**src/paddle_cfg_pkg.sv**
```systemverilog
// Timing constants, PS/2 key codes, step sizes and reset values for the paddle front end
package paddle_cfg_pkg;

	// ====================
	// Timebase
	// ====================
	localparam int CE_DIV     = 2;      // 12 MHz / 2 -> 6 MHz strobe
	localparam int STEP_DIV   = 1500;   // Strobes per emulated encoder step
	localparam int POLL_COUNT = 48000;  // Strobes per d-pad poll, ~8 ms

	// Counter widths and terminal values
	localparam int CE_W   = $clog2(CE_DIV);
	localparam int DIV_W  = $clog2(STEP_DIV);
	localparam int POLL_W = $clog2(POLL_COUNT);

	localparam logic [CE_W-1:0]   CE_LAST   = CE_W'(CE_DIV - 1);
	localparam logic [DIV_W-1:0]  DIV_LAST  = DIV_W'(STEP_DIV - 1);
	localparam logic [POLL_W-1:0] POLL_LAST = POLL_W'(POLL_COUNT - 1);

	// ====================
	// Position / steps
	// ====================
	localparam int POS_W = 12;  // Signed position width

	// D-pad load magnitudes
	localparam logic [POS_W-1:0] STEP_SLOW = POS_W'(4);
	localparam logic [POS_W-1:0] STEP_FAST = POS_W'(9);

	// Idle AB level, both lines high
	localparam logic [1:0] QUAD_RESET = 2'b11;

	// ====================
	// PS/2 set 2 make codes
	// ====================
	localparam logic [7:0] KEY_START1  = 8'h16;  // 1
	localparam logic [7:0] KEY_START2  = 8'h1E;  // 2
	localparam logic [7:0] KEY_COIN1   = 8'h2E;  // 5
	localparam logic [7:0] KEY_COIN2   = 8'h36;  // 6
	localparam logic [7:0] KEY_SERVICE = 8'h46;  // 9
	localparam logic [7:0] KEY_FAST    = 8'h11;  // Alt
	localparam logic [7:0] KEY_LEFT    = 8'h6B;  // Cursor left
	localparam logic [7:0] KEY_RIGHT   = 8'h74;  // Cursor right
	localparam logic [7:0] KEY_FIRE    = 8'h29;  // Space

endpackage

```
**src/paddle_types_pkg.sv**
```systemverilog
// Shared enums, packed structs and quadrature step function for the paddle front end
package paddle_types_pkg;

	// AB encoder levels
	typedef enum logic [1:0] {
		Q00 = 2'b00,
		Q01 = 2'b01,
		Q11 = 2'b11,  // Idle / reset
		Q10 = 2'b10
	} quad_state_e;

	// Which path feeds the game spinner
	typedef enum logic {
		SRC_EMULATED = 1'b0,
		SRC_ENCODER  = 1'b1
	} spin_src_e;

	// PS/2 key event, toggle marks a new event
	typedef struct packed {
		logic       toggle;    // [10]
		logic       pressed;   // [9] 1 = make, 0 = break
		logic       extended;  // [8] E0 prefix
		logic [7:0] code;      // [7:0]
	} ps2_key_t;

	// PS/2 mouse event, standard three-byte packet
	typedef struct packed {
		logic       toggle;    // [24]
		logic [7:0] dy;
		logic [7:0] dx;        // Low byte of X motion
		logic       y_ovf;
		logic       x_ovf;
		logic       y_sign;
		logic       x_sign;    // [4] 9th bit of dx
		logic       sync;      // Always one on the wire
		logic       middle;
		logic [1:0] buttons;   // Right, left
	} ps2_mouse_t;

	// Gamepad buttons, active high
	typedef struct packed {
		logic left;
		logic right;
		logic fire;
		logic fast;
		logic start1;
		logic coin1;
		logic start2;
	} pad_buttons_t;

	// Keyboard held buttons, pad set plus coin2 and service
	typedef struct packed {
		logic left;
		logic right;
		logic fire;
		logic fast;
		logic start1;
		logic coin1;
		logic start2;
		logic coin2;
		logic service;
	} kbd_buttons_t;

	// Cabinet inputs to the game, all active low
	typedef struct packed {
		logic coin1;
		logic coin2;
		logic shot;
		logic service;
		logic start1;
		logic start2;
	} cab_inputs_t;

	// Menu DIP options, msb first
	typedef struct packed {
		logic       continues_off;
		logic       flip;
		logic       test;
		logic       difficulty;
		logic       bonus;
		logic       lives;
		logic [1:0] coinage;
	} game_settings_t;

	// Control -> emulator
	typedef struct packed {
		logic                             strobe;    // 6 MHz enable
		logic                             step;      // One per STEP_DIV strobes
		logic                             load;      // D-pad poll
		logic [paddle_cfg_pkg::POS_W-1:0] load_val;  // Signed position to load
	} step_cmd_t;

	// Next AB state; rev = 0 walks 11,01,00,10
	function automatic quad_state_e quad_step(input quad_state_e s, input logic rev);
		quad_state_e n;
		if (!rev) begin
			case (s)
				Q11:     n = Q01;
				Q01:     n = Q00;
				Q00:     n = Q10;
				default: n = Q11;  // From Q10
			endcase
		end else begin
			case (s)
				Q00:     n = Q01;
				Q01:     n = Q11;
				Q11:     n = Q10;
				default: n = Q00;  // From Q10
			endcase
		end
		return n;
	endfunction

endpackage

```
**src/encoder_follower.sv**
```systemverilog
// Physical AB encoder follower halving 600 pulses to a 300-pulse quadrature state
`timescale 1ns/10ps

module encoder_follower (
	input  logic                          CLK_12M,
	input  logic                          reset,
	input  logic                          enc_a,
	input  logic                          enc_b,
	output paddle_types_pkg::quad_state_e enc_state
);

	logic old_a;     // Previous A level
	logic a_change;  // Either edge of A
	logic rev;       // Direction from A vs B

	assign a_change = (enc_a != old_a);
	assign rev      = enc_a ^ enc_b;  // Differ after the edge -> reverse

	// ====================
	// Follow A edges only
	// ====================
	// B edges ignored, so one game step per half
	// physical cycle of A
	always_ff @(posedge CLK_12M) begin
		if (reset) begin
			old_a     <= enc_a;
			enc_state <= paddle_types_pkg::quad_state_e'(paddle_cfg_pkg::QUAD_RESET);
		end else begin
			old_a <= enc_a;
			if (a_change)
				enc_state <= paddle_types_pkg::quad_step(enc_state, rev);
		end
	end

endmodule

```
**src/paddle_control.sv**
```systemverilog
// Timebase, spinner source arbitration, cabinet button merge and DIP switch mapping
`timescale 1ns/10ps

module paddle_control (
	input  logic                             CLK_12M,
	input  logic                             reset,
	input  paddle_types_pkg::kbd_buttons_t   kbd,
	input  paddle_types_pkg::pad_buttons_t   pad,
	input  paddle_types_pkg::ps2_mouse_t     mouse,
	input  logic                             fire_n,
	input  logic                             enc_a,
	input  logic                             enc_b,
	input  paddle_types_pkg::game_settings_t settings,
	input  paddle_types_pkg::quad_state_e    emu_state,
	input  paddle_types_pkg::quad_state_e    enc_state,
	output paddle_types_pkg::step_cmd_t      cmd,
	output paddle_types_pkg::quad_state_e    spinner,
	output paddle_types_pkg::spin_src_e      spin_src,
	output paddle_types_pkg::cab_inputs_t    cab,
	output logic [7:0]                       dip_sw
);

	logic [paddle_cfg_pkg::CE_W-1:0]   ce_cnt;
	logic                              ce;        // 6 MHz strobe
	logic [paddle_cfg_pkg::DIV_W-1:0]  div_cnt;   // Step phase
	logic [paddle_cfg_pkg::POLL_W-1:0] poll_cnt;  // D-pad poll timer
	logic                              load_q;
	logic [paddle_cfg_pkg::POS_W-1:0]  load_val_q;
	logic [paddle_cfg_pkg::POS_W-1:0]  step_mag;

	logic m_left, m_right, m_fire, m_fast;
	logic m_start1, m_start2, m_coin1;
	logic held;  // Left or right down

	logic old_mouse_tog, old_a, old_b;
	paddle_types_pkg::spin_src_e src_q;

	// ====================
	// Button merge
	// ====================
	assign m_left   = kbd.left   | pad.left;
	assign m_right  = kbd.right  | pad.right;
	assign m_fast   = kbd.fast   | pad.fast;
	assign m_start1 = kbd.start1 | pad.start1;
	assign m_start2 = kbd.start2 | pad.start2;
	assign m_coin1  = kbd.coin1  | pad.coin1;
	assign m_fire   = kbd.fire | pad.fire | (|mouse.buttons) | ~fire_n;  // Any fire source
	assign held     = m_left | m_right;

	assign step_mag = m_fast ? paddle_cfg_pkg::STEP_FAST : paddle_cfg_pkg::STEP_SLOW;

	// ====================
	// Timebase and d-pad poll
	// ====================
	always_ff @(posedge CLK_12M) begin
		if (reset) begin
			ce_cnt   <= '0;
			ce       <= 1'b0;
			div_cnt  <= '0;
			poll_cnt <= '0;
			load_q   <= 1'b0;
		end else begin
			ce     <= (ce_cnt == paddle_cfg_pkg::CE_LAST);
			load_q <= 1'b0;  // Single cycle pulse
			if (ce_cnt == paddle_cfg_pkg::CE_LAST)
				ce_cnt <= '0;
			else
				ce_cnt <= ce_cnt + 1'b1;

			if (ce) begin
				// Free running step divider
				if (div_cnt == paddle_cfg_pkg::DIV_LAST)
					div_cnt <= '0;
				else
					div_cnt <= div_cnt + 1'b1;

				// Emulated mouse poll while direction held
				if (held) begin
					if (poll_cnt == paddle_cfg_pkg::POLL_LAST) begin
						poll_cnt <= '0;
						load_q   <= 1'b1;
					end else begin
						poll_cnt <= poll_cnt + 1'b1;
					end
				end else begin
					poll_cnt <= '0;  // Restart on release
				end
			end
		end
	end

	// Load value, right positive
	always_ff @(posedge CLK_12M) begin
		load_val_q <= m_right ? step_mag : -step_mag;
	end

	assign cmd.strobe   = ce;
	assign cmd.step     = ce & (div_cnt == '0);
	assign cmd.load     = load_q;
	assign cmd.load_val = load_val_q;

	// ====================
	// Source arbitration
	// ====================
	always_ff @(posedge CLK_12M) begin
		if (reset) begin
			src_q         <= paddle_types_pkg::SRC_EMULATED;
			old_mouse_tog <= mouse.toggle;
			old_a         <= enc_a;
			old_b         <= enc_b;
		end else begin
			old_mouse_tog <= mouse.toggle;
			old_a         <= enc_a;
			old_b         <= enc_b;
			if ((mouse.toggle != old_mouse_tog) || held)
				src_q <= paddle_types_pkg::SRC_EMULATED;
			if ((enc_a != old_a) || (enc_b != old_b))  // Encoder wins a tie
				src_q <= paddle_types_pkg::SRC_ENCODER;
		end
	end

	assign spin_src = src_q;
	assign spinner  = (src_q == paddle_types_pkg::SRC_ENCODER) ? enc_state : emu_state;

	// ====================
	// Cabinet and DIP
	// ====================
	always_ff @(posedge CLK_12M) begin
		if (reset) begin
			cab <= '1;  // All released
		end else begin
			cab.coin1   <= ~m_coin1;
			cab.coin2   <= ~kbd.coin2;    // Keyboard only
			cab.shot    <= ~m_fire;
			cab.service <= ~kbd.service;  // Keyboard only
			cab.start1  <= ~m_start1;
			cab.start2  <= ~m_start2;
		end
	end

	// Continues passes straight, rest active low
	always_ff @(posedge CLK_12M) begin
		dip_sw <= {settings.continues_off, ~settings[6:0]};
	end

endmodule

```
**src/paddle_input_top.sv**
```systemverilog
// Top level of the paddle front end connecting key decoder, control and both encoder paths
`timescale 1ns/10ps

module paddle_input_top (
	input  logic                             CLK_12M,
	input  logic                             reset,
	input  paddle_types_pkg::ps2_key_t       key,
	input  paddle_types_pkg::ps2_mouse_t     mouse,
	input  paddle_types_pkg::pad_buttons_t   pad,
	input  paddle_types_pkg::game_settings_t settings,
	input  logic                             enc_a,
	input  logic                             enc_b,
	input  logic                             fire_n,
	output paddle_types_pkg::quad_state_e    spinner,
	output paddle_types_pkg::cab_inputs_t    cab,
	output logic [7:0]                       dip_sw,
	output paddle_types_pkg::spin_src_e      spin_src
);

	paddle_types_pkg::kbd_buttons_t kbd;        // Held keys
	paddle_types_pkg::step_cmd_t    cmd;        // Strobes and d-pad load
	paddle_types_pkg::quad_state_e  emu_state;  // Emulated AB
	paddle_types_pkg::quad_state_e  enc_state;  // Followed AB

	// ====================
	// Keyboard
	// ====================
	ps2_key_decoder u_key_dec (
		.CLK_12M (CLK_12M),
		.reset   (reset),
		.key     (key),
		.kbd     (kbd)
	);

	// ====================
	// Control
	// ====================
	paddle_control u_ctrl (
		.CLK_12M   (CLK_12M),
		.reset     (reset),
		.kbd       (kbd),
		.pad       (pad),
		.mouse     (mouse),
		.fire_n    (fire_n),
		.enc_a     (enc_a),
		.enc_b     (enc_b),
		.settings  (settings),
		.emu_state (emu_state),
		.enc_state (enc_state),
		.cmd       (cmd),
		.spinner   (spinner),
		.spin_src  (spin_src),
		.cab       (cab),
		.dip_sw    (dip_sw)
	);

	// ====================
	// Encoder paths
	// ====================
	spinner_emulator u_emu (
		.CLK_12M   (CLK_12M),
		.reset     (reset),
		.cmd       (cmd),
		.mouse     (mouse),
		.emu_state (emu_state)
	);

	encoder_follower u_enc (
		.CLK_12M   (CLK_12M),
		.reset     (reset),
		.enc_a     (enc_a),
		.enc_b     (enc_b),
		.enc_state (enc_state)
	);

endmodule

```
**src/ps2_key_decoder.sv**
```systemverilog
// PS/2 key event decoder producing held keyboard button levels
`timescale 1ns/10ps

module ps2_key_decoder (
	input  logic                           CLK_12M,
	input  logic                           reset,
	input  paddle_types_pkg::ps2_key_t     key,
	output paddle_types_pkg::kbd_buttons_t kbd
);

	logic old_toggle;  // Last seen event toggle
	logic key_evt;

	// New event whenever the toggle flips
	assign key_evt = (key.toggle != old_toggle);

	// ====================
	// Held button table
	// ====================
	always_ff @(posedge CLK_12M) begin
		if (reset) begin
			kbd        <= '0;          // Nothing held
			old_toggle <= key.toggle;  // Swallow a pending event
		end else begin
			old_toggle <= key.toggle;
			if (key_evt) begin
				// Make sets, break clears
				case (key.code)
					paddle_cfg_pkg::KEY_START1:  kbd.start1  <= key.pressed;
					paddle_cfg_pkg::KEY_START2:  kbd.start2  <= key.pressed;
					paddle_cfg_pkg::KEY_COIN1:   kbd.coin1   <= key.pressed;
					paddle_cfg_pkg::KEY_COIN2:   kbd.coin2   <= key.pressed;
					paddle_cfg_pkg::KEY_SERVICE: kbd.service <= key.pressed;

					paddle_cfg_pkg::KEY_FAST:    kbd.fast    <= key.pressed;
					paddle_cfg_pkg::KEY_LEFT:    kbd.left    <= key.pressed;
					paddle_cfg_pkg::KEY_RIGHT:   kbd.right   <= key.pressed;
					paddle_cfg_pkg::KEY_FIRE:    kbd.fire    <= key.pressed;
					default: ;  // Other keys ignored
				endcase
			end
		end
	end

endmodule

```
**src/spinner_emulator.sv**
```systemverilog
// Signed position accumulator driving an emulated quadrature encoder toward zero
`timescale 1ns/10ps

module spinner_emulator (
	input  logic                          CLK_12M,
	input  logic                          reset,
	input  paddle_types_pkg::step_cmd_t   cmd,
	input  paddle_types_pkg::ps2_mouse_t  mouse,
	output paddle_types_pkg::quad_state_e emu_state
);

	localparam int MSB = paddle_cfg_pkg::POS_W - 1;

	logic                             old_toggle;
	logic [paddle_cfg_pkg::POS_W-1:0] pos;       // Signed, two's complement
	logic [paddle_cfg_pkg::POS_W-1:0] step_adj;  // +1, -1 or 0
	logic [paddle_cfg_pkg::POS_W-1:0] mouse_adj; // Sign extended dx
	logic [paddle_cfg_pkg::POS_W-1:0] pos_next;
	logic                             moving;
	logic                             mouse_evt;

	// Step only while distance is left
	assign moving = cmd.step && (pos != '0);

	// Skip the add near saturation
	assign mouse_evt = (mouse.toggle != old_toggle) && (pos[MSB] == pos[MSB-1]);

	// ====================
	// Position update
	// ====================
	always_comb begin
		step_adj  = '0;
		mouse_adj = '0;
		if (moving)
			step_adj = pos[MSB] ? {{(paddle_cfg_pkg::POS_W-1){1'b0}}, 1'b1} : '1;  // Toward zero
		if (mouse_evt)
			mouse_adj = {{(paddle_cfg_pkg::POS_W-8){mouse.x_sign}}, mouse.dx};
		// Both in one sum so a step is never lost to a mouse event
		pos_next = pos + step_adj + mouse_adj;
	end

	always_ff @(posedge CLK_12M) begin
		if (reset) begin
			pos        <= '0;
			old_toggle <= mouse.toggle;
			emu_state  <= paddle_types_pkg::quad_state_e'(paddle_cfg_pkg::QUAD_RESET);
		end else begin
			old_toggle <= mouse.toggle;

			// D-pad poll replaces the remaining distance
			if (cmd.load)
				pos <= cmd.load_val;
			else
				pos <= pos_next;

			// Negative position walks the reverse order
			if (moving)
				emu_state <= paddle_types_pkg::quad_step(emu_state, pos[MSB]);
		end
	end

endmodule

```
**config.mk**
```make
export PLATFORM = sky130hd
export DESIGN_NAME = paddle_input_top
export DESIGN_NICKNAME = d
export VERILOG_FILES = /design/src/paddle_cfg_pkg.sv /design/src/paddle_types_pkg.sv /design/src/encoder_follower.sv /design/src/paddle_control.sv /design/src/paddle_input_top.sv /design/src/ps2_key_decoder.sv /design/src/spinner_emulator.sv
export SDC_FILE = /design/constraint.sdc
export NUM_CORES = 1
export LEC_CHECK = 0
export BUFFER_PORTS_ARGS = -buffer_cell sky130_fd_sc_hd__buf_2
export CORE_UTILIZATION = 40
export DETAILED_ROUTE_END_ITERATION = 7
export GPL_ROUTABILITY_DRIVEN = 0
export REMOVE_ABC_BUFFERS = 1
export SYNTH_ARGS = -nofsm -noshare
export SYNTH_HDL_FRONTEND = slang
export SYNTH_SLANG_ARGS = --single-unit
```
**constraint.sdc**
```tcl
create_clock -name CLK_12M -period 3.65 [get_ports CLK_12M]
set_input_delay 0.73 -clock CLK_12M [delete_from_list [all_inputs] [get_ports CLK_12M]]
set_output_delay 0.73 -clock CLK_12M [all_outputs]
set_load 0.05 [all_outputs]
```
# After elaboration in Yosys (flattened, before gate mapping)
# Index checks and enable logic that the tools add are counted.
[totals]
in_bits = 56
wordCells = 118
regBits = 86
[classes]
bitwise = 22
addsub = 6
mux = 19
n_reduce_logical = 21
eq_ne = 20
[ops]
columns = ["operator", "n"]
rows = [
  ["2-to-1 mux 12 bit", 5],
  ["2-to-1 mux 16 bit", 2],
  ["adder 12 bit", 2],
  ["== test 8 x 5 -> 1 bit, second input constant", 3],
  ["== test 8 x 6 -> 1 bit, second input constant", 3],
  ["== test 8 x 7 -> 1 bit, second input constant", 3],
  ["case mux 2 bit (3 select lines)", 4],
  ["AND reduction 2 bit", 9],
  ["adder 16 x 1 -> 16 bit, second input constant", 1],
  ["== test 16 bit, second input constant", 1],
  ["negation 12 bit", 1],
  ["nonzero test 12 bit", 1],
  ["adder 11 x 1 -> 11 bit, second input constant", 1],
  ["== test 11 bit, second input constant", 1],
  ["zero test 11 bit", 1],
  ["2-to-1 mux 11 bit", 1],
  ["OR 1 bit", 10],
  ["NOT 1 bit", 9],
  ["NOT 7 bit", 1],
  ["2-to-1 mux 2 bit", 3],
  ["== test 2 x 1 -> 1 bit, second input constant", 2],
  ["== test 2 bit, second input constant", 2],
  ["zero test 2 bit", 2],
  ["2-to-1 mux 4 bit", 1],
  ["11 further kinds", 19],
]

# Longest topological paths before layout
[depth]
word_depth = 7
depth_mapped = 17

# Modules after synthesis
# Synthesis repeated with hierarchy kept, for this count alone.
[hier_totals]
cells_unflattened = 483
hier_area_um2 = 4434.3
[modules_own_cells]
columns = ["module", "cells_per_inst", "area_each_um2", "n_inst"]
rows = [
  ["paddle_control", 243, 2268.4, 1],
  ["spinner_emulator", 173, 1481.4, 1],
  ["ps2_key_decoder", 52, 544.3, 1],
  ["encoder_follower", 15, 140.1, 1],
]

# Worst setup path before layout
# OpenSTA, ideal clock, no wires.
[synth_timing]
path_type = "register to register"
startpoint = "register u_emu.pos[11] (netlist bit)"
endpoint = "register u_emu.pos[9] (netlist bit)"
required_ps = 3544
slack_ps = -169
path_stages_with_launch = 18
n_path_buf = 0
t_arrival_ps = 3713
period_less_slack_ps = 3819
cell_sequence = "dfxtp_1 > inv_1 > ha_1 > nor4b_1 > nand3_1 > nand4_1 > nor2_1 > inv_1 > fa_1 > inv_1 > ha_1 > inv_1 > fa_1 > nand2b_1 > a21oi_1 > o211ai_1 > a2111o_1 > o311ai_0"
[synth_between]
elab_chain_cells = 6
word_cells_on_any_way = 10
cone_classes = "add/sub: 2; eq/ne: 1; mux: 4; reduce/logical: 3"
[synth_rtl]
columns = ["element", "line_no", "rtl"]
rows = [
  ["start: declaration", "spinner_emulator.sv:15", "logic [paddle_cfg_pkg::POS_W-1:0] pos;"],
  ["start signal: assignment", "spinner_emulator.sv:52", "pos <= cmd.load_val;"],
  ["start signal: assignment", "spinner_emulator.sv:54", "pos <= pos_next;"],
  ["nonzero test 12 bit", "spinner_emulator.sv:23", "assign moving = cmd.step && (pos != '0);"],
  ["logical AND 1 bit", "spinner_emulator.sv:23", ""],
  ["2-to-1 mux 12 bit", "spinner_emulator.sv:34", "if (moving)"],
  ["adder 12 bit", "spinner_emulator.sv:39", "pos_next = pos + step_adj + mouse_adj;"],
  ["adder 12 bit *", "spinner_emulator.sv:39", ""],
  ["2-to-1 mux 12 bit *", "spinner_emulator.sv:51", "if (cmd.load)"],
]
# Every way passes the cells marked *; elsewhere a longest branch is shown, timed or not.
# A chain may end at the register's enable or synchronous reset.

# Worst setup path in the final report
[layout_timing]
startpoint = "register u_emu.pos[10] (netlist bit)"
endpoint = "register u_emu.pos[10] (netlist bit)"
# Same word-level chain as after synthesis.

==> flow_results.org <==
** Run status
- Outcome :: complete, no violations

** Clock tree
- H-tree levels :: 3
- CTS tree :: built
- Number of sinks handled by clock tree synthesis :: 79
- CTS Buffer Depth :: 2
- Hold repair after CTS inserted 0 buffers.
- The later pin in the worst-skew pair is clocked with a latency of 350 ps.
- TritonCTS created 9 clock buffers.
- The tree is rooted in a clkbuf_8.
- After clock tree synthesis, the clock-pin slew on the worst setup and hold paths is 80 ps.

** STA
- Final number of max-transition violations :: 0
- Count of final hold-check violations :: 0
- The worst pin sits at a relative slew slack of 0.428.
- Dividing the final minimum period by the clock period gives 0.952.
- Minimum clock period after layout :: 3480 ps
- Clock skew after layout :: 12.0 ps
- At the pin with the least slew margin, the transition time is 856 ps.
- Static timing analysis puts the maximum clock frequency at 0.288 GHz.
- Finish-stage setup viols :: 0
- Setup slack of the critical path after layout :: 174 ps

** Power and ir drop
- The internal power of the cells totals 1940 µW.
- Clock network power share :: 0.245
- The share of total power dissipated in sequential elements is 0.343.
- Summed over all cells, the static leakage comes to 0.00212 µW.
- Sw Ratio :: 0.343
- Summing internal, switching and leakage power gives 2960 µW.
- For this design the total switching power over the nets is 1010 µW.
- Pwr/cell area :: 602 nW/µm²
- Part of the power in combinational logic :: 0.412
- IR analysis of the VDD net gives a maximum drop of 0.259 mV.

** Synth
- Sequential cell area fraction in the yosys report :: 0.387
- Of the post-synthesis cell area, the dominant cell type holds 0.387.
- Synthesis produced 447 cells.
- Most used standard cells in the synthesized netlist :: dfxtp_1 (79), inv_1 (45), nor2_1 (43)
- dfxtp_1 is the most common cell in the netlist.
- The synthesized netlist contains 58 unique library cells.
- For this run, the number of Yosys warnings is 0.
- Cell area after technology mapping :: 4090 µm²
- Yosys mapped a number of flops with a built-in enable equal to 0.
- Area contributors post-synth :: dfxtp_1 (39%), fa_1 (5.9%), ha_1 (4.9%)
- Each instance of the synthesized netlist takes up on average 9.15 µm².
- Number of storage elements in the synthesis netlist :: 79
- Synth async-reset ratio :: 0
- The most used flip-flop cell after synthesis is dfxtp_1.
- Leading area contributor after synthesis :: dfxtp_1

** Finish
- Layout fillers :: 945
- Post-synthesis to final-layout area growth :: 20.2%
- Fraction of layout instances using a drive strength above 1 :: 0.233
- The repair_antennas step left the layout with diodes totalling 0.
- At the end of the flow, the number of nets in the layout was 606.

** Critical path
- Sum of buffers and inverters on the critical path :: 4
- Endpoint type of the worst setup path :: flop
- In this run the worst path has a maximum fanout of 4.
- STA classifies the critical path startpoint as a flop.
- The kind of cell with the highest combined delay along the critical path is adder cells.
- Data on the critical path arrives at its endpoint at 3710 ps.
- Among all stages on the critical path, the largest delay is contributed by fa_1.
- For this run, the slowest stage of the critical path takes 510 ps.
- The worst setup path is of the reg -> reg kind.
- Required time of the critical path :: 3880 ps
- The critical path goes through inv_1 -> ha_1 -> nor4b_2 -> nand3_1 -> nand4_1 -> nor2_2 -> inv_2 -> buf_4 -> fa_1 -> inv_1 -> ha_1 -> and2_4 -> a221oi_4 -> a21oi_2 -> o21a_1 -> o41ai_1.

** Die
- From left edge to right edge, the die measures 103 µm.
- Die area :: 10600 µm²
- I/O pin total :: 73
- Vert. Die Dim :: 103 µm
- The total area inside the core boundary comes to 9860 µm².
- Number of rows created at floorplan :: 36
- The initial utilization of the core area, before any placement, comes to 0.415.

** Placed design
- Before CTS, the worst setup slack after placement is -119 ps.
- HPWL after detailed placement :: 6.24 mm
- Input and output buffers added on the ports amount to 58.

** Global routing
- In the global route stage, met1 resource usage came out at 0.204.
- Global routing finished with a remaining overflow of 0.
- For met3 alone, demand over resource in global routing was 0.0400.
- Global-route wire length before repair :: 14.0 mm
- Met2 Resource Use GR :: 0.291
- For this run, the total global-route usage over all layers was measured as 0.169.
- Entering global routing, the biggest net connects 48 pins.
- The via count of the first global-routing pass came to 3171.
- Antenna violations before repair :: 0
- The layer flagged by global routing as most heavily used is met2.

** Drt
- After detailed routing, the total wire length is 8.33 mm.
- Avg Vias per Cell :: 5.08
- The pre-antenna-repair detailed-routing pass consisted of 5 iterations.
- The detailed router finished its first iteration with 104 violations.
- In the final routed layout, each cell accounts on average for 12.6 µm.
- Post-DRT Antenna Nets :: 0
- Via count of the routed design :: 3352
- For this run, design rule violations remaining after detail routing come to 0.

** Worst hold path
- In this run the worst hold path is classified as reg -> reg.

** Flow run
- Across the run, the number of max-cap violations was 0.
-- registers in the layout, indices dropped and copies added (netlist names), 2 cells and up --
name / flops
u_ctrl.dip_sw: 8
u_emu.pos: 12
u_enc.enc_state: 2
u_emu.emu_state: 2
u_ctrl.poll_cnt: 16
u_ctrl.div_cnt: 11
u_ctrl.load_val_q: 5
u_ctrl.cab: 6
u_key_dec.kbd: 9
-- area by class of cell --
cell class                 instances  area [µm²]  share of cell area
clock buffer                      13         159              0.0323
clock inverter                     3        65.1              0.0132
inverter                          45         169              0.0344
multi-input combinational        309        2330               0.474
sequential                        79        1580               0.322
tap                              133         166              0.0339
timing repair buffer              78         440              0.0896
-- worst register-to-register path, cell delays in order (launching register included) --
cell and delay [ps]:
dfxtp_2 330, inv_1 40, ha_1 200, nor4b_2 160, nand3_1 90, nand4_1 140
nor2_2 170, inv_2 70, buf_4 170, fa_1 510, inv_1 40, ha_1 320
and2_4 180, a221oi_4 320, a21oi_2 110, o21a_1 180, o41ai_1 320
-- timing repair --
| action | in CTS | in global routing |
|---|---|---|
| cloned | 0 | 0 |
| pin swaps | 1 | 5 |
| buffers inserted | 0 | 1 |
| resized for setup | 2 | 16 |
| endpoints found under the setup margin | 2 | 5 |
-- logic make-up (layout without fill, tap and decap cells) --
group,Yosys count,in the layout,share of synthesized area
AOI/OAI and AO/OA,69,69,0.118
xor gates and xnor gates,23,23,0.0492
adders and majority gates,28,28,0.108
buffers and inverters,59,139,0.0618
DFF,79,79,0.387
muxes,21,21,0.0520
and+or+nand+nor,168,168,0.225
-- cell usage in the layout, fill, tap and decap left out, types with 3 or more instances in the layout --
cell	synthesis	final
dfxtp_1	79	77
buf_2	1	58
inv_1	45	44
nor2_1	43	42
nand2_1	27	27
nand3_1	21	21
a21oi_1	23	20
buf_4	0	20
mux2i_1	19	19
ha_1	16	15
xnor2_1	12	12
nor3_1	11	11
xor2_1	11	11
nand2b_1	12	11
fa_1	12	11
clkbuf_8	0	11
nand4_1	8	8
nor4_1	6	6
and3_1	6	6
o21bai_1	6	6
o21ai_0	6	6
a31oi_1	6	6
a21o_1	5	5
or2_2	4	4
and2_1	4	4
a22o_1	4	4
o211ai_1	3	3
and4_1	3	3
nand3b_1	3	3
-- power groups by stage --
| stage | combinational [µW] | clock [µW] | sequential, µW |
|---|---|---|---|
| global placement | 1110 | 0 | 1030 |
| floorplan | 774 | 0 | 1050 |
| global route | 1380 | 782 | 1020 |
| detailed placement | 1140 | 0 | 1030 |
| finish | 1220 | 726 | 1010 |
| CTS | 1150 | 748 | 1010 |
-- stage by stage --
stage          instances  cell area (µm²)   util  hold WS [ps]  setup TNS [ps]
2_1_floorplan        433             4010      -           369            -981
3_3_place_gp         643             4610  0.467           380            -121
3_5_place_dp         643             4610  0.467           382            -242
4_1_cts              659             4840  0.490           402               0
5_1_grt              660             4920  0.498           427           -67.9
6_report             660             4920  0.498           403               0
-- final timing paths --
| check | depth (start not counted) | slack, ps | startpoint | endpoint |
|---|---|---|---|---|
| hold / removal | 1 | 400 | u_key_dec.kbd[1] | u_ctrl.cab[4] |
| setup / recovery | 16 | 170 | u_emu.pos[10] | u_emu.pos[10] |
| setup reg to reg | 16 | 170 | u_emu.pos[10] | u_emu.pos[10] |
| hold reg to reg | 1 | 400 | u_key_dec.kbd[1] | u_ctrl.cab[4] |
-- metal layers --
layer	routed length, µm	share of wire
met5	0	0
met1	3880	0.47
met4	170	0.020
met2	3920	0.47
met3	360	0.043
Note: power is estimated with default switching activity, not from simulation.
